## src/include/bus_cfg.svh

```systemverilog
/*
 * Register bus configuration
 * widths, firmware version and watchdog scaling shared by the bus core
 */

`ifndef BUS_CFG_SVH
`define BUS_CFG_SVH

// -----------------------------------------------
// bus widths
// -----------------------------------------------
`define BUS_ADDR_W     16              // quadlet address from either host
`define BUS_DATA_W     32              // one quadlet

// -----------------------------------------------
// board identity and memories
// -----------------------------------------------
`define FW_VERSION     32'h0000_0008   // returned by the version register
`define HUB_DEPTH      16              // quadlets in hub memory

// -----------------------------------------------
// watchdog
// -----------------------------------------------
`define WDOG_TICK      16              // sysclk cycles per period unit
`define WDOG_PERIOD_W  16              // period field width, 0 disables

`endif

```

## src/rtl/bus_addr_pkg.sv

```systemverilog
/*
 * Address map types
 * region codes from address bits 15:12 and board register offsets
 * from address bits 3:0 of the main region
 */

package bus_addr_pkg;

    // -----------------------------------------------
    // regions, any code not listed is external
    // -----------------------------------------------
    typedef enum logic [3:0] {
        region_main = 4'd0,     // board registers
        region_hub  = 4'd1,     // hub quadlet memory
        region_prom = 4'd2,     // no logic here, reads zero
        region_eth  = 4'd4,     // no logic here, reads zero
        region_fw   = 4'd5      // no logic here, reads zero
    } region_t;

    // -----------------------------------------------
    // board registers inside the main region
    // -----------------------------------------------
    typedef enum logic [3:0] {
        reg_status  = 4'd0,     // board id and timeout flag
        reg_wdog    = 4'd3,     // watchdog period
        reg_version = 4'd4,     // firmware version, read only
        reg_ipaddr  = 4'd11     // ip address of this board
    } board_reg_t;

endpackage

```

## src/rtl/bus_ctrl_pkg.sv

```systemverilog
/*
 * Arbiter control types
 * host identifiers and the arbiter FSM states
 */

package bus_ctrl_pkg;

    // which host owns the bus
    typedef enum logic {
        host_fw  = 1'b0,        // firewire host
        host_eth = 1'b1         // ethernet host, wins a tie
    } host_id_t;

    // arbiter sequence for one transaction
    typedef enum logic [1:0] {
        arb_idle = 2'd0,        // waiting for a request
        arb_exec = 2'd1,        // bus_start cycle
        arb_ack  = 2'd2         // ack held until req drops
    } arb_state_t;

endpackage

```

## src/rtl/host_arbiter.sv

```systemverilog
/*
 * Host arbiter
 * grants the register bus to firewire or ethernet with ethernet priority,
 * muxes the granted host onto the bus and runs the four-phase ack
 */

`timescale 1ns/1ps
`include "bus_cfg.svh"

module host_arbiter
    import bus_ctrl_pkg::*;
(
    input  logic                   sysclk,
    input  logic                   rst_n,

    // firewire host
    input  logic                   fw_req,
    input  logic                   fw_we,
    input  logic [`BUS_ADDR_W-1:0] fw_addr,
    input  logic [`BUS_DATA_W-1:0] fw_wdata,
    output logic                   fw_ack,

    // ethernet host
    input  logic                   eth_req,
    input  logic                   eth_we,
    input  logic [`BUS_ADDR_W-1:0] eth_addr,
    input  logic [`BUS_DATA_W-1:0] eth_wdata,
    output logic                   eth_ack,

    // shared bus
    output logic                   bus_start,
    output logic                   bus_we,
    output logic [`BUS_ADDR_W-1:0] bus_addr,
    output logic [`BUS_DATA_W-1:0] bus_wdata
);

    arb_state_t state;          // arbiter FSM
    host_id_t   grant;          // owner of the current transaction
    logic       granted_req;    // req line of the owner

    assign granted_req = (grant == host_eth) ? eth_req : fw_req;

    // -----------------------------------------------
    // arbiter FSM
    // -----------------------------------------------
    always_ff @(posedge sysclk) begin
        if (!rst_n) begin
            state <= arb_idle;
            grant <= host_fw;
        end else begin
            case (state)
                arb_idle: begin
                    if (eth_req) begin          // eth first, as on the board
                        grant <= host_eth;
                        state <= arb_exec;
                    end else if (fw_req) begin
                        grant <= host_fw;
                        state <= arb_exec;
                    end
                end
                arb_exec: state <= arb_ack;     // write and read latch happen here
                arb_ack: begin
                    if (!granted_req)           // host released, close handshake
                        state <= arb_idle;
                end
                default: state <= arb_idle;
            endcase
        end
    end

    // -----------------------------------------------
    // bus mux and acks
    // -----------------------------------------------
    assign bus_start = (state == arb_exec);     // one cycle per transaction

    assign bus_we    = (grant == host_eth) ? eth_we    : fw_we;
    assign bus_addr  = (grant == host_eth) ? eth_addr  : fw_addr;
    assign bus_wdata = (grant == host_eth) ? eth_wdata : fw_wdata;

    assign fw_ack    = (state == arb_ack) && (grant == host_fw);
    assign eth_ack   = (state == arb_ack) && (grant == host_eth);

endmodule

```

## src/rtl/addr_decode.sv

```systemverilog
/*
 * Address decode
 * splits the bus address into region and register offset and flags
 * board register hits and external (QLA) space
 */

`timescale 1ns/1ps
`include "bus_cfg.svh"

module addr_decode
    import bus_addr_pkg::*;
(
    input  logic [`BUS_ADDR_W-1:0] bus_addr,
    output region_t                region,
    output board_reg_t             reg_sel,
    output logic                   is_main,
    output logic                   is_ext
);

    logic known_region;         // region has logic inside this core
    logic board_hit;            // offset is a board register

    assign region  = region_t'(bus_addr[15:12]);
    assign reg_sel = board_reg_t'(bus_addr[3:0]);

    // main quadlets only when bits 7:4 are clear
    assign is_main = (region == region_main) && (bus_addr[7:4] == 4'd0);

    // -----------------------------------------------
    // region and register lookup
    // -----------------------------------------------
    always_comb begin
        case (region)
            region_main,
            region_hub,
            region_prom,
            region_eth,
            region_fw: known_region = 1'b1;
            default:   known_region = 1'b0;    // everything else goes to QLA
        endcase
    end

    always_comb begin
        case (reg_sel)
            reg_status,
            reg_wdog,
            reg_version,
            reg_ipaddr: board_hit = 1'b1;
            default:    board_hit = 1'b0;      // other offsets belong to QLA
        endcase
    end

    // -----------------------------------------------
    // external space
    // -----------------------------------------------
    // unknown regions, plus main addresses that miss the board registers
    assign is_ext = !known_region
                 || ((region == region_main) && !(is_main && board_hit));

endmodule

```

## src/rtl/board_regs.sv

```systemverilog
/*
 * Board registers (execute stage)
 * ip address, watchdog period and timeout, hub memory and the
 * external write port, all written on bus_start
 */

`timescale 1ns/1ps
`include "bus_cfg.svh"

module board_regs
    import bus_addr_pkg::*;
(
    input  logic                      sysclk,
    input  logic                      rst_n,
    input  logic [3:0]                board_id,        // rotary switch

    // bus from the arbiter and decode
    input  logic                      bus_start,
    input  logic                      bus_we,
    input  logic [`BUS_ADDR_W-1:0]    bus_addr,
    input  logic [`BUS_DATA_W-1:0]    bus_wdata,
    input  region_t                   region,
    input  board_reg_t                reg_sel,
    input  logic                      is_main,
    input  logic                      is_ext,
    input  logic                      wdog_clear,      // e.g. on powerup

    // toward read_result
    output logic [`BUS_DATA_W-1:0]    status_word,
    output logic [`WDOG_PERIOD_W-1:0] wdog_period,
    output logic [`BUS_DATA_W-1:0]    ip_address,
    output logic [`BUS_DATA_W-1:0]    hub_rdata,

    // external (QLA) write port
    output logic                      ext_wen,
    output logic [`BUS_ADDR_W-1:0]    ext_waddr,
    output logic [`BUS_DATA_W-1:0]    ext_wdata,

    // watchdog
    output logic                      wdog_timeout,
    output logic                      wdog_period_led
);

    localparam int HUB_AW = $clog2(`HUB_DEPTH);
    localparam int CNT_W  = `WDOG_PERIOD_W + $clog2(`WDOG_TICK);

    logic [`BUS_DATA_W-1:0] hub_mem [0:`HUB_DEPTH-1];   // hub quadlets

    logic             wr_cyc;       // write transaction this cycle
    logic             wr_ip;
    logic             wr_wdog;
    logic             wr_hub;
    logic             wr_ext;
    logic [CNT_W-1:0] wdog_cnt;     // sysclk cycles since last transaction
    logic [CNT_W-1:0] wdog_limit;   // period in sysclk cycles
    logic             wdog_hit;

    // -----------------------------------------------
    // write decode
    // -----------------------------------------------
    assign wr_cyc  = bus_start && bus_we;
    assign wr_ip   = wr_cyc && is_main && (reg_sel == reg_ipaddr);
    assign wr_wdog = wr_cyc && is_main && (reg_sel == reg_wdog);
    assign wr_hub  = wr_cyc && (region == region_hub);
    assign wr_ext  = wr_cyc && is_ext;

    always_ff @(posedge sysclk) begin
        if (!rst_n) begin
            ip_address  <= '0;
            wdog_period <= '0;                  // watchdog off
            ext_wen     <= 1'b0;
        end else begin
            ext_wen <= wr_ext;                  // single-cycle strobe
            if (wr_ip)
                ip_address <= bus_wdata;
            if (wr_wdog)
                wdog_period <= bus_wdata[`WDOG_PERIOD_W-1:0];
        end
    end

    // hub memory and QLA write payload
    always_ff @(posedge sysclk) begin
        if (wr_hub)
            hub_mem[bus_addr[HUB_AW-1:0]] <= bus_wdata;
        if (wr_ext) begin
            ext_waddr <= bus_addr;
            ext_wdata <= bus_wdata;
        end
    end

    assign hub_rdata = hub_mem[bus_addr[HUB_AW-1:0]];  // async read, latched downstream

    // -----------------------------------------------
    // watchdog
    // -----------------------------------------------
    assign wdog_limit = CNT_W'(wdog_period) * CNT_W'(`WDOG_TICK);
    assign wdog_hit   = (wdog_period != '0) && (wdog_cnt == wdog_limit);

    always_ff @(posedge sysclk) begin
        if (!rst_n) begin
            wdog_cnt     <= '0;
            wdog_timeout <= 1'b0;
        end else begin
            if (bus_start || wdog_clear)        // any host access restarts
                wdog_cnt <= '0;
            else if ((wdog_period != '0) && !wdog_hit)
                wdog_cnt <= wdog_cnt + 1'b1;    // holds at the limit

            if (wr_wdog || wdog_clear)
                wdog_timeout <= 1'b0;
            else if (wdog_hit)
                wdog_timeout <= 1'b1;           // sticky until cleared
        end
    end

    assign wdog_period_led = (wdog_period != '0);

    // status: board id in 27:24, timeout in bit 0
    always_comb begin
        status_word        = '0;
        status_word[27:24] = board_id;
        status_word[0]     = wdog_timeout;
    end

endmodule

```

## src/rtl/read_result.sv

```systemverilog
/*
 * Read result
 * selects read data by region and register and latches it on
 * bus_start so it stays valid while the host sees its ack
 */

`timescale 1ns/1ps
`include "bus_cfg.svh"

module read_result
    import bus_addr_pkg::*;
(
    input  logic                      sysclk,
    input  logic                      rst_n,
    input  logic                      bus_start,
    input  region_t                   region,
    input  board_reg_t                reg_sel,
    input  logic                      is_main,
    input  logic                      is_ext,

    // sources
    input  logic [`BUS_DATA_W-1:0]    status_word,
    input  logic [`WDOG_PERIOD_W-1:0] wdog_period,
    input  logic [`BUS_DATA_W-1:0]    ip_address,
    input  logic [`BUS_DATA_W-1:0]    hub_rdata,
    input  logic [`BUS_DATA_W-1:0]    ext_rdata,       // from QLA board

    output logic [`BUS_DATA_W-1:0]    rd_data
);

    logic [`BUS_DATA_W-1:0] rd_next;    // mux output before the latch

    // -----------------------------------------------
    // read mux
    // -----------------------------------------------
    always_comb begin
        rd_next = '0;                   // prom, eth and fw regions read zero
        if (is_ext) begin
            rd_next = ext_rdata;
        end else if (region == region_hub) begin
            rd_next = hub_rdata;
        end else if (is_main) begin
            case (reg_sel)
                reg_status:  rd_next = status_word;
                reg_wdog:    rd_next[`WDOG_PERIOD_W-1:0] = wdog_period;
                reg_version: rd_next = `FW_VERSION;
                reg_ipaddr:  rd_next = ip_address;
                default:     rd_next = '0;
            endcase
        end
    end

    // held from bus_start to the next one
    always_ff @(posedge sysclk) begin
        if (!rst_n)
            rd_data <= '0;
        else if (bus_start)
            rd_data <= rd_next;
    end

endmodule

```

## src/rtl/fpga_bus_core.sv

```systemverilog
/*
 * FPGA register bus core
 * arbiter, address decode, board registers and read result for
 * the firewire and ethernet hosts of the motor controller
 */

`timescale 1ns/1ps
`include "bus_cfg.svh"

module fpga_bus_core
    import bus_addr_pkg::*;
(
    input  logic                   sysclk,
    input  logic                   rst_n,
    input  logic [3:0]             board_id,

    input  logic                   fw_req,
    input  logic                   fw_we,
    input  logic [`BUS_ADDR_W-1:0] fw_addr,
    input  logic [`BUS_DATA_W-1:0] fw_wdata,
    output logic                   fw_ack,

    input  logic                   eth_req,
    input  logic                   eth_we,
    input  logic [`BUS_ADDR_W-1:0] eth_addr,
    input  logic [`BUS_DATA_W-1:0] eth_wdata,
    output logic                   eth_ack,

    output logic [`BUS_DATA_W-1:0] rd_data,         // valid while an ack is high

    input  logic [`BUS_DATA_W-1:0] ext_rdata,       // QLA read data
    output logic                   ext_wen,
    output logic [`BUS_ADDR_W-1:0] ext_waddr,
    output logic [`BUS_DATA_W-1:0] ext_wdata,

    input  logic                   wdog_clear,
    output logic                   wdog_timeout,
    output logic                   wdog_period_led
);

    // -----------------------------------------------
    // internal bus
    // -----------------------------------------------
    logic                      bus_start;
    logic                      bus_we;
    logic [`BUS_ADDR_W-1:0]    bus_addr;
    logic [`BUS_DATA_W-1:0]    bus_wdata;
    region_t                   region;
    board_reg_t                reg_sel;
    logic                      is_main;
    logic                      is_ext;
    logic [`BUS_DATA_W-1:0]    status_word;
    logic [`WDOG_PERIOD_W-1:0] wdog_period;
    logic [`BUS_DATA_W-1:0]    ip_address;
    logic [`BUS_DATA_W-1:0]    hub_rdata;

    host_arbiter u_arb (
        .sysclk, .rst_n,
        .fw_req, .fw_we, .fw_addr, .fw_wdata, .fw_ack,
        .eth_req, .eth_we, .eth_addr, .eth_wdata, .eth_ack,
        .bus_start, .bus_we, .bus_addr, .bus_wdata
    );

    addr_decode u_decode (
        .bus_addr, .region, .reg_sel, .is_main, .is_ext
    );

    board_regs u_exec (
        .sysclk, .rst_n, .board_id,
        .bus_start, .bus_we, .bus_addr, .bus_wdata,
        .region, .reg_sel, .is_main, .is_ext, .wdog_clear,
        .status_word, .wdog_period, .ip_address, .hub_rdata,
        .ext_wen, .ext_waddr, .ext_wdata,
        .wdog_timeout, .wdog_period_led
    );

    read_result u_result (
        .sysclk, .rst_n, .bus_start,
        .region, .reg_sel, .is_main, .is_ext,
        .status_word, .wdog_period, .ip_address, .hub_rdata, .ext_rdata,
        .rd_data
    );

endmodule

```

## config.mk

```make
export PLATFORM = sky130hd
export DESIGN_NAME = fpga_bus_core
export DESIGN_NICKNAME = d
export VERILOG_FILES = /design/src/rtl/bus_addr_pkg.sv /design/src/rtl/bus_ctrl_pkg.sv /design/src/rtl/host_arbiter.sv /design/src/rtl/addr_decode.sv /design/src/rtl/board_regs.sv /design/src/rtl/read_result.sv /design/src/rtl/fpga_bus_core.sv
export VERILOG_INCLUDE_DIRS = /design/src /design/src/include
export SDC_FILE = /design/constraint.sdc
export NUM_CORES = 1
export LEC_CHECK = 0
export BUFFER_PORTS_ARGS = -buffer_cell sky130_fd_sc_hd__buf_4
export CELL_PAD_IN_SITES_DETAIL_PLACEMENT = 0
export CELL_PAD_IN_SITES_GLOBAL_PLACEMENT = 1
export CORE_MARGIN = 2
export CORE_UTILIZATION = 46
export DETAILED_ROUTE_END_ITERATION = 7
export GPL_ROUTABILITY_DRIVEN = 0
export PLACE_DENSITY = 0.82
export SLEW_MARGIN = 0
export SYNTH_ARGS = -nofsm -noshare
export SYNTH_HDL_FRONTEND = slang
export SYNTH_SLANG_ARGS = --single-unit
```

## constraint.sdc

```tcl
create_clock -name sysclk -period 5.4 [get_ports sysclk]
set_clock_uncertainty 0.15 [all_clocks]
set_input_delay 1.08 -clock sysclk [delete_from_list [all_inputs] [get_ports sysclk]]
set_output_delay 1.08 -clock sysclk [all_outputs]
set_load 0.1 [all_outputs]
```

**Yosys cells after proc, flatten, opt, wreduce, memory -nomap -nowiden**

Memory sizes are Yosys's and may differ from the RTL's.
Cells that the tools add are included.

- Flip-flop bits (word level): 153
- Memory bits (writable): 512
- Bits of input ports: 139
- Output and inout port bits: 85
- Logic and storage cells: 76
- Memories: 1

- Add/subtract/negate cells: 1
- Equality and inequality tests: 12
- Multiplexer cells: 19
- Bitwise gates (word level): 2
- Reductions and logical operators: 31

Memory list:

| memory | depth | bits a word | read ports | clocked after memory_dff | write ports | RTL line | text |
|---|---|---|---|---|---|---|---|
| u_exec.hub_mem | 16 | 32 | 1 | 0 | 1 | board_regs.sv:47 | `` logic [`BUS_DATA_W-1:0] hub_mem [0:`HUB_DEPTH-1]; `` |

Operators by type and width:

| kind | number |
|---|---|
| 2-to-1 mux 32 bit | 4 |
| case mux 16 bit (4 select lines) | 1 |
| case mux 16 bit (2 select lines) | 1 |
| adder 20 x 1 -> 20 bit, second input constant | 1 |
| equality test 20 bit | 1 |
| 2-to-1 mux 16 bit | 1 |
| nonzero test 16 bit | 1 |
| logical AND 1 bit | 13 |
| equality test 4 x 3 -> 1 bit, second input constant | 3 |
| zero test 4 bit | 3 |
| equality test 4 x 2 -> 1 bit, second input constant | 2 |
| 2-to-1 mux 1 bit | 8 |
| 2-to-1 mux 2 bit | 3 |
| case mux 2 bit (3 select lines) | 1 |
| OR reduction 5 bit | 1 |
| equality test 4 x 1 -> 1 bit, second input constant | 1 |
| equality test 4 bit, second input constant | 1 |
| AND reduction 2 bit | 2 |
| OR reduction 2 bit | 2 |
| OR reduction 4 bit | 1 |
| zero test 1 bit | 3 |
| logical OR 1 bit | 3 |
| inequality test 3 bit, second input constant | 1 |
| equality test 2 x 1 -> 1 bit, second input constant | 1 |
| 5 further kinds | 6 |

**Longest topological paths before layout**

Gate-level depths: netlist of the first run.

- Word-level depth: 9
- Mapped depth: 11
- Depth with buffers taken out: 7

**Cells and area by module**

A second synthesis of the first run with hierarchy kept.

- Cell total of the unflattened synthesis: 1517
- Area total of the unflattened synthesis: 27545.2 um2

Modules (own cells, without submodules):

| module | instances | cells an instance | area each (um2) | sequential area each (um2) |
|---|---|---|---|---|
| board_regs | 1 | 1160 | 24074.3 | 18217.5 |
| read_result | 1 | 269 | 2411.1 | 640.6 |
| host_arbiter | 1 | 70 | 938.4 | 60.1 |
| addr_decode | 1 | 18 | 121.4 | 0.0 |

**Least setup slack after synthesis of the first run**

No wires, ideal clock.

- Path type: input port to flip-flop
- Start: input port eth_addr[0]
- End: register u_exec.ext_waddr[0] (enable)
- Setup time: 0.459 ns
- Arrival time: 4.534 ns
- Required time: 4.791 ns
- Slack: 0.257 ns
- Cell stages on the path: 9
- Buffers on the path: 3
- Cells stage by stage: mux2i_2 buf_6 inv_2 buf_6 nand3_1 o21ai_2 a32oi_2 clkbuf_1 nor2b_1

- Longest elaborated chain between the ends: 9
- Elaborated cells between the ends (all ways): 12
- Those cells by class: eq/ne (3); mux (2); reduce/logical (7)

Ends and longest elaborated chain:

| item | RTL line | text |
|---|---|---|
| start: declaration | fpga_bus_core.sv:25 | `` input logic [`BUS_ADDR_W-1:0] eth_addr, `` |
| 2-to-1 mux 16 bit * | host_arbiter.sv:77 | `assign bus_addr = (grant == host_eth) ? eth_addr : fw_addr;` |
| equality test 4 x 2 -> 1 bit, or another cell as far along | addr_decode.sv:44 | `case (reg_sel)` |
| OR reduction 4 bit * | addr_decode.sv:44 |  |
| 2-to-1 mux 1 bit * | addr_decode.sv:44 |  |
| logical AND 1 bit * | addr_decode.sv:58 | `\|\| ((region == region_main) && !(is_main && board_hit));` |
| zero test 1 bit * | addr_decode.sv:58 |  |
| logical AND 1 bit * | addr_decode.sv:58 |  |
| logical OR 1 bit * | addr_decode.sv:58 |  |
| logical AND 1 bit * | board_regs.sv:65 | `assign wr_ext = wr_cyc && is_ext;` |
| via u_exec.wr_ext | board_regs.sv:53 | `logic wr_ext;` |
| end signal: assignment | board_regs.sv:86 | `ext_waddr <= bus_addr;` |
| end: declaration | board_regs.sv:36 | `` output logic [`BUS_ADDR_W-1:0] ext_waddr, `` |

The timed path passes the listed nets; every way through them passes the cells marked *.
A chain may end at the register's enable or synchronous reset.

**Final worst setup path of the first run**

- Start: register u_arb.grant
- End: register u_exec.ip_address[6]

- Longest elaborated chain between the ends: 5
- Elaborated cells between the ends (all ways): 10
- Those cells by class: eq/ne (1); mux (3); reduce/logical (6)

Ends and longest elaborated chain:

| item | RTL line | text |
|---|---|---|
| start: declaration | host_arbiter.sv:38 | `host_id_t grant;` |
| start signal: assignment | host_arbiter.sv:49 | `grant <= host_fw;` |
| start signal: assignment | host_arbiter.sv:54 | `grant <= host_eth;` |
| start signal: assignment | host_arbiter.sv:57 | `grant <= host_fw;` |
| 2-to-1 mux 16 bit | host_arbiter.sv:77 |  |
| zero test 4 bit | addr_decode.sv:27 | `assign is_main = (region == region_main) && (bus_addr[7:4] == 4'd0);` |
| logical AND 1 bit | addr_decode.sv:27 |  |
| logical AND 1 bit (2 in series) | board_regs.sv:62 | `assign wr_ip = wr_cyc && is_main && (reg_sel == reg_ipaddr);` |
| end signal: assignment | board_regs.sv:75 | `ip_address <= bus_wdata;` |
| end: declaration | board_regs.sv:31 | `` output logic [`BUS_DATA_W-1:0] ip_address, `` |

Parallel ways exist; a longest one is shown, timed or not.

==> implementation parameters, run 1 <==
Parameter                              Value

Global routing
  Vias in the first global route ... ~15,000
  GR peak layer ... met2
  Met2 track demand over resource in global routing ... between 30% and 40%
  Met1 track demand over resource ... ~32%
  Global-route wire length before repair ... 100,000 µm
  Aggregate global routing overflow ... 0
  Overall routing resource usage ... around 23%
  Maximum number of pins on one net before global-route repair ... approximately 130
  Number of antenna violations at the first check in global routing ... 0
  Met3 track demand over resource in global routing ... 4.31%

Synth
  Post-synthesis cell type with the largest combined area ... sky130_fd_sc_hd__edfxtp_1
  Area share of fa/ha/maj cells after synthesis ... 0.0944%
  Post-Syn Area ... approximately 27,000 µm²
  XOR/XNOR Fraction of Synth Area ... between 1 and 1.5%
  Main combinational cell family by area after synthesis ... multiplexers
  Post-Synthesis Cells ... 1,484
  Most used flip-flop cell after synthesis ... sky130_fd_sc_hd__edfxtp_1
  Share of synthesized flip-flops with an asynchronous set or reset ... 0%
  Post-synthesis average cell area ... ~18 µm²
  Fraction of synthesized cell area taken by the top area cell type ... between 60 and 70%
  Share of synthesized area occupied by flip-flops and latches ... ~71%
  Biggest area contributors in the synthesized netlist ... sky130_fd_sc_hd__edfxtp_1 (63%), sky130_fd_sc_hd__mux4_2 (10%), sky130_fd_sc_hd__dfxtp_1 (7.9%)
  Post-synth net total ... 1,625
  Post-synth EDFFs ... 560
  Register bit total from synthesis ... 665
  Number of different library cells in the post-synthesis netlist ... 68
  Mux contribution to synthesized area ... between 10% and 20%
  Fraction of the mapped netlist area in compound gates ... approximately 6.1%
  Warnings, synthesis ... 0
  Post-synthesis share of cell area spent on and, or, nand and nor gates ... under 10%

Placed design
  Post-placement worst setup slack ... between 1 and 1.5 ns
  Placed Cells ... around 2,400
  Count of port buffers added during placement ... roughly 220
  Post-DP Area ... between 20,000 and 30,000 µm²
  Detailed-placement wirelength estimate ... roughly 40,000 µm

Clock tree
  # clock sinks ... ~670
  CTS Hold Bufs ... 0
  Root cell of the clock tree ... sky130_fd_sc_hd__clkbuf_16
  Largest buffer count on any clock path ... 3
  Total of cells resized after clock tree synthesis ... 0
  Clk pin slew, worst setup/hold paths ... ~0.06 ns
  CTS tree ... built
  CTS H-Tree Depth ... 3
  TritonCTS buffer count ... around 70
  Insertion delay of the later-clocked pin in the worst-skew pair ... approximately 0.60 ns
  Setup bufs post-CTS ... 0

Detailed routing
  First-pass detailed-route iteration total ... 5
  Routed wire per std cell ... 26.7 µm
  Remaining number of nets flagged by the antenna check after routing ... 0
  Detailed-route vias per instance ... approximately 6
  Vias ... between 15,000 and 20,000
  Drt total wl ... around 68,000 µm
  Iteration-0 DRC Markers ... around 1,600
  Number of remaining DRC errors ... 0

STA
  Final cycle utilization of the critical path ... 74.6%
  Highest clock rate ... approximately 250 MHz
  Worst Max-Slew Pin Slew ... roughly 1.3 ns
  Min Clock Period, post-route ... 4.03 ns
  Final number of max-transition violations ... 0
  Final number of setup-violating endpoints ... 0
  Relative max-transition margin ... between 10% and 20%
  Setup total negative slack ... 0 ns
  Final setup margin ... between 1 and 1.5 ns
  Hold Violations, Final ... 0
  Smallest hold slack ... between 0.3 and 0.4 ns
  Setup repair after global routing missed its margin ... false

Status
  Result of the run ... completed

Power and ir drop
  Combinational fraction of design power ... a little over a tenth
  Cell area power density ... roughly 370 nW/µm²
  Reported net switching power ... around 2.7 mW
  Internal portion of total power ... between 8 and 9 mW
  Clock network fraction of design power ... between 30% and 40%
  Largest voltage drop on the vdd net ... 0.219 mV
  Fraction of power spent switching nets ... around a quarter
  Power Total ... roughly 11 mW
  Leakage dissipation ... approximately 10 nW
  Part of the total power dissipated in sequential elements ... about half

Critical path
  Highest-delay cell along the critical path ... sky130_fd_sc_hd__dfxtp_4
  Largest driver fanout on the critical path ... 38
  Type of origin of the critical path ... flip-flop
  Critical path endpoint category ... flip-flop
  Buffers and inverters on the worst path ... 3
  Cells traversed along the worst timing path ... buf_4 -> inv_1 -> o31ai_1 -> and4_1 -> and2b_2 -> buf_12 -> mux2i_1 -> nor2b_1
  Setup Crit Path Kind ... flip-flop to flip-flop
  Required @ worst endpoint ... 5.73 ns
  Worst path max stage delay ... 0.71 ns
  Largest delay share family, worst path ... simple AND/OR/NAND/NOR gates
  Data arrival time of the worst path ... between 4 and 5 ns

Floorplan
  Total Die Area ... around 60,000 µm²
  Row cnt ... between 80 and 90
  IO Count ... between 200 and 250
  Width of the die ... between 200 and 250 µm
  Core footprint ... roughly 57,000 µm²
  Starting density of the core ... a little under half
  Die outline height ... 244 µm

Final layout
  Share of post-route cells with drive strength above 1 ... a little under a third
  Final core utilization ... roughly 55%
  Final instance area ... approximately 31,000 µm²
  Final Instance Count excl. Fillers ... around 2,500
  Total number of nets in the final design ... between 1,500 and 2,000
  # diodes ... 0
  Most common cell after layout, fill and taps aside ... sky130_fd_sc_hd__edfxtp_1
  Top library cells by usage in the layout, fill and taps aside ... sky130_fd_sc_hd__edfxtp_1 (560), sky130_fd_sc_hd__buf_4 (255), sky130_fd_sc_hd__mux4_2 (122)
  Syn-to-layout area delta ... 18.2%

Flow run
  MaxCap Viol Count ... 0

Hold path
  Path class of the lowest-slack min-delay path ... flip-flop to flip-flop
[flip-flops by register name, indices dropped and copies added, names as in the netlist]
register,cells
u_exec.ext_waddr,16
u_arb.state,2
u_exec.ext_wdata,32
u_exec.hub_mem,512
u_exec.ip_address,32
u_exec.wdog_timeout,1
u_exec.wdog_cnt,20
u_arb.grant,1
u_exec.ext_wen,1
u_result.rd_data,32
u_exec.wdog_period,16
[power groups by stage]
stage / Clock [mW] / Sequential (mW) / Combinational (mW)
final: 4.54 / 5.71 / 1.19
after global placement: 0 / 5.82 / 1.17
after CTS: 4.58 / 5.71 / 1.20
after global routing: 4.80 / 5.71 / 1.25
after detailed placement: 0 / 5.82 / 1.19
after floorplan: 0 / 6.10 / 0.546
[tightest hold or removal path: cells and delay by family (launching register included)]
family	cells	cell delay, ns
flops	1	0.35
simple gates	1	0.07
compound gates	1	0.05
[worst paths after layout]
kind / startpoint / end / slack [ns] / cells after the start
worst min-delay path: u_exec.wdog_period[11] / u_exec.wdog_period[11] / 0.36 / 2
worst max-delay path: u_arb.grant / u_exec.ip_address[6] / 1.37 / 8
worst min register to register: u_exec.wdog_period[11] / u_exec.wdog_period[11] / 0.36 / 2
worst max register to register: u_arb.grant / u_exec.ip_address[6] / 1.37 / 8
[cell usage after synthesis, drive strengths merged (9+ instances only)]
library cell,n
a32oi,27
mux2,42
nor2,47
inv,22
xnor2,14
a22oi,35
mux2i,56
o221a,15
mux4,122
dfxtp,105
nand2,89
o21a,16
and3,20
xor2,22
a21oi,9
o21ai,22
clkbuf,43
nand3,9
edfxtp,560
a221oi,16
a21boi,16
nor2b,35
o211ai,16
buf,42
[kinds of logic (layout without fill, tap and decap cells)]
logic type	after synthesis	after routing
fa+ha+maj	2	2
xor+xnor	36	36
buf+inv	107	404
simple gates	251	251
compound gates	203	203
flops	665	665
mux	220	220
[metal layers]
layer | up-vias | routed length [µm]
met2 | 740 | 32000
met4 | 0 | 1730
met1 | 7912 | 28100
met3 | 104 | 5830
li1 | 6448 | -
met5 | - | 0
[final cells by class]
| class | instances | area [µm²] |
|---|---|---|
| multi-input combinational | 712 | 7170 |
| sequential | 665 | 18900 |
| tap | 756 | 946 |
| inverter | 22 | 90.1 |
| fill | 4274 | 25400 |
| clock inverter | 25 | 210 |
| clock buffer | 94 | 1930 |
| timing repair buffer | 263 | 2070 |
Power figures use the tool's default switching activity.
==> run 2, diff against run 1 <==
--- a/config.mk
+++ b/config.mk
@@ -6,14 +6,15 @@
 export SDC_FILE = /design/constraint.sdc
 export NUM_CORES = 1
 export LEC_CHECK = 0
+export ABC_AREA = 1
 export BUFFER_PORTS_ARGS = -buffer_cell sky130_fd_sc_hd__buf_4
 export CELL_PAD_IN_SITES_DETAIL_PLACEMENT = 0
 export CELL_PAD_IN_SITES_GLOBAL_PLACEMENT = 1
 export CORE_MARGIN = 2
-export CORE_UTILIZATION = 46
+export CORE_UTILIZATION = 47
 export DETAILED_ROUTE_END_ITERATION = 7
 export GPL_ROUTABILITY_DRIVEN = 0
-export PLACE_DENSITY = 0.82
+export PLACE_DENSITY = 0.87
 export SLEW_MARGIN = 0
 export SYNTH_ARGS = -nofsm -noshare
 export SYNTH_HDL_FRONTEND = slang
==> constraint.sdc (replaced) <==
create_clock -name sysclk -period 4 [get_ports sysclk]
set_clock_uncertainty 0.15 [all_clocks]
set_input_delay 0.8 -clock sysclk [delete_from_list [all_inputs] [get_ports sysclk]]
set_output_delay 0.8 -clock sysclk [all_outputs]
set_load 0.1 [all_outputs]
==> implementation parameters, run 2 <==
Parameter                              Value

Critical path
  Largest driver fanout on the critical path ... 42
  Cells traversed along the worst timing path ... inv_4 -> nand2_1 -> nand2_4 -> inv_4 -> buf_4 -> nand3_1 -> nor2_4 -> buf_4
  Critical path endpoint category ... flip-flop
  Buffers and inverters on the worst path ... 4
  Cell depth of the worst setup path ... 8
  Launching point of the worst reg2reg path ... u_arb.grant
  Type of origin of the critical path ... flip-flop
  Worst path max stage delay ... roughly 0.46 ns
  Required @ worst endpoint ... slightly above 4 ns
  Largest delay share family, worst path ... buffers and inverters
  Setup Crit Path Kind ... flip-flop to flip-flop
  Reg2Reg Depth ... 8
  Highest-delay cell along the critical path ... sky130_fd_sc_hd__dfxtp_2
  Data arrival time of the worst path ... about 3.3 ns
  Worst setup path startpoint ... u_arb.grant

Synth
  Warnings, synthesis ... 0
  Post-synthesis cell type with the largest combined area ... sky130_fd_sc_hd__edfxtp_1
  Fraction of synthesized cell area taken by the top area cell type ... 58.3%
  Biggest area contributors in the synthesized netlist ... sky130_fd_sc_hd__edfxtp_1 (58%), sky130_fd_sc_hd__nand2_1 (19%), sky130_fd_sc_hd__dfxtp_1 (7.3%)
  Post-synth EDFFs ... 560
  Number of different library cells in the post-synthesis netlist ... 36
  Register bit total from synthesis ... about 670
  Post-Synthesis Cells ... just over 3,000
  Share of synthesized flip-flops with an asynchronous set or reset ... 0%
  Post-Syn Area ... a little under 30,000 µm²
  Share of synthesized area occupied by flip-flops and latches ... 65.6%
  Most used flip-flop cell after synthesis ... sky130_fd_sc_hd__edfxtp_1
  Post-synthesis average cell area ... between 9 and 10 µm²
  Most frequent cell after synthesis ... sky130_fd_sc_hd__nand2_1
  Post-synth net total ... ~3,200
  Top cells by instance count after synthesis ... sky130_fd_sc_hd__nand2_1 (1,482), sky130_fd_sc_hd__edfxtp_1 (560), sky130_fd_sc_hd__nand3_1 (187)

Global routing
  Maximum number of pins on one net before global-route repair ... ~120
  Number of antenna violations at the first check in global routing ... 0
  Overall routing resource usage ... about a quarter
  Aggregate global routing overflow ... 0
  Global-route wire length before repair ... 125,000 µm
  Vias in the first global route ... about 21,000

Detailed routing
  Vias ... around 22,000
  Detailed-route vias per instance ... approximately 5.4
  First-pass detailed-route iteration total ... 5
  Number of remaining DRC errors ... 0
  Routed wire per std cell ... around 20 µm
  Iteration-0 DRC Markers ... about 2,100
  Drt total wl ... between 80,000 and 90,000 µm
  Remaining number of nets flagged by the antenna check after routing ... 0

Final layout
  Final core utilization ... between 50% and 60%
  Flip-flop count of the largest register after layout ... about 500
  Top library cells by usage in the layout, fill and taps aside ... sky130_fd_sc_hd__nand2_1 (1,482), sky130_fd_sc_hd__edfxtp_1 (560), sky130_fd_sc_hd__buf_4 (276)
  Final Instance Count excl. Fillers ... 4,075
  Syn-to-layout area delta ... 16.9%
  Share of post-route cells with drive strength above 1 ... between 10% and 20%
  Filler Cell Count ... 5,178
  Most common cell after layout, fill and taps aside ... sky130_fd_sc_hd__nand2_1
  # diodes ... 0
  Final instance area ... around 34,000 µm²
  Total number of nets in the final design ... 3,383

Clock tree
  CTS Hold Bufs ... 0
  Largest buffer count on any clock path ... 3
  # clock sinks ... 665
  Root cell of the clock tree ... sky130_fd_sc_hd__clkbuf_16
  CTS tree ... built
  Setup bufs post-CTS ... 0
  CTS H-Tree Depth ... 3
  TritonCTS buffer count ... between 60 and 70
  Clk pin slew, worst setup/hold paths ... roughly 0.060 ns
  Total of cells resized after clock tree synthesis ... 0
  Insertion delay of the later-clocked pin in the worst-skew pair ... between 0.6 and 0.7 ns

Hold path
  Source of the worst hold timing path ... u_exec.ip_address[13]
  Path class of the lowest-slack min-delay path ... flip-flop to flip-flop
  Cell depth of the worst hold path ... 2

Placed design
  Detailed-placement wirelength estimate ... between 40,000 and 50,000 µm
  Placed Cells ... roughly 4,000
  Count of port buffers added during placement ... around 220
  Post-DP Area ... between 30,000 and 40,000 µm²

STA
  Setup repair after global routing missed its margin ... false
  Final number of max-transition violations ... 0
  Final cycle utilization of the critical path ... between 70% and 80%
  Min Clock Period, post-route ... 3.20 ns
  Final number of setup-violating endpoints ... 0
  Hold Violations, Final ... 0
  Relative max-transition margin ... 33.8%
  Setup total negative slack ... 0 ns
  Worst Max-Slew Pin Slew ... roughly 1 ns
  Highest clock rate ... between 300 and 400 MHz

Power and ir drop
  Leakage dissipation ... ~14 nW
  Cell area power density ... 474 nW/µm²
  Power Total ... around 16 mW
  Largest voltage drop on the vdd net ... ~0.35 mV

Flow run
  MaxCap Viol Count ... 0

Floorplan
  Width of the die ... 252 µm
  Core footprint ... 60,500 µm²
  Row cnt ... 90
  Total Die Area ... between 60,000 and 70,000 µm²
  Die outline height ... roughly 250 µm
  Starting density of the core ... roughly 48%
  IO Count ... around 220

Status
  Result of the run ... completed
run 2: changes by cell type in the layout (fill, tap and decap cells not counted), sizes merged, moves of 35 or more:
cell	previous run	this run
nor2	47	92
nor2b	35	0
mux2i	56	0
mux2	42	0
a21oi	9	139
mux4	122	0
inv	22	135
a22oi	35	0
nand2	89	1494
nand3	9	189
o21ai	22	103
run 2: path summary, 6_finish.rpt:
check / slack (ns) / to
worst max-delay path: 0.80 / u_exec.hub_mem[5][9]
worst min-delay path: 0.30 / u_exec.ip_address[13]
worst max register to register: 0.80 / u_exec.hub_mem[5][9]
worst min register to register: 0.30 / u_exec.ip_address[13]
run 2: power breakdown:
group | switching [mW] | leakage (nW) | internal [mW] | total [mW]
clock | 2.67 | 1.01 | 3.41 | 6.08
sequential | 0.0301 | 5.90 | 7.68 | 7.71
combinational | 1.65 | 6.94 | 0.530 | 2.18
total | 4.35 | 13.9 | 11.6 | 16.0
run 2: per-stage QoR:
step           hold WS [ns]  worst slack [ns]
2_1_floorplan         0.274            -0.516
3_3_place_gp          0.283             0.657
3_5_place_dp          0.287             0.592
4_1_cts               0.290             0.807
5_1_grt               0.302             0.697
6_report              0.297             0.802
run 2: cells by family after synthesis:
group	count (synthesis)	synth area share, %
and+or+nand+nor	1809	24.9
xor gates and xnor gates	27	0.820
DFF	665	65.6
adders and majority gates	2	0.0867
AOI/OAI and AO/OA	244	4.34
buffers and inverters	294	4.31
run 2: cell type report:
type	count	area (µm²)	area share [%]
clock buffer	90	1860	5.51
clock inverter	32	226	0.671
inverter	132	502	1.49
multi-input combinational	2082	8860	26.3
sequential	665	18900	56.1
tap	782	978	2.90
timing repair buffer	292	2390	7.09
run 2: worst reg2reg max path, cell delays in order (launching register included):
cell and delay (ns):
sky130_fd_sc_hd__dfxtp_2 0.46, sky130_fd_sc_hd__inv_4 0.18, sky130_fd_sc_hd__nand2_1 0.15, sky130_fd_sc_hd__nand2_4 0.20, sky130_fd_sc_hd__inv_4 0.16, sky130_fd_sc_hd__buf_4 0.44, sky130_fd_sc_hd__nand3_1 0.43, sky130_fd_sc_hd__nor2_4 0.20
sky130_fd_sc_hd__buf_4 0.43
run 2: routing by layer:
layer  up-vias  global-route usage [%]  share of wire [%]
met5         -                       0                  0
met4         0                    9.35                3.2
met3       155                    4.00                7.6
met2       929                    43.0                 48
met1     10500                    34.5                 41
li1      10400                       -                  -
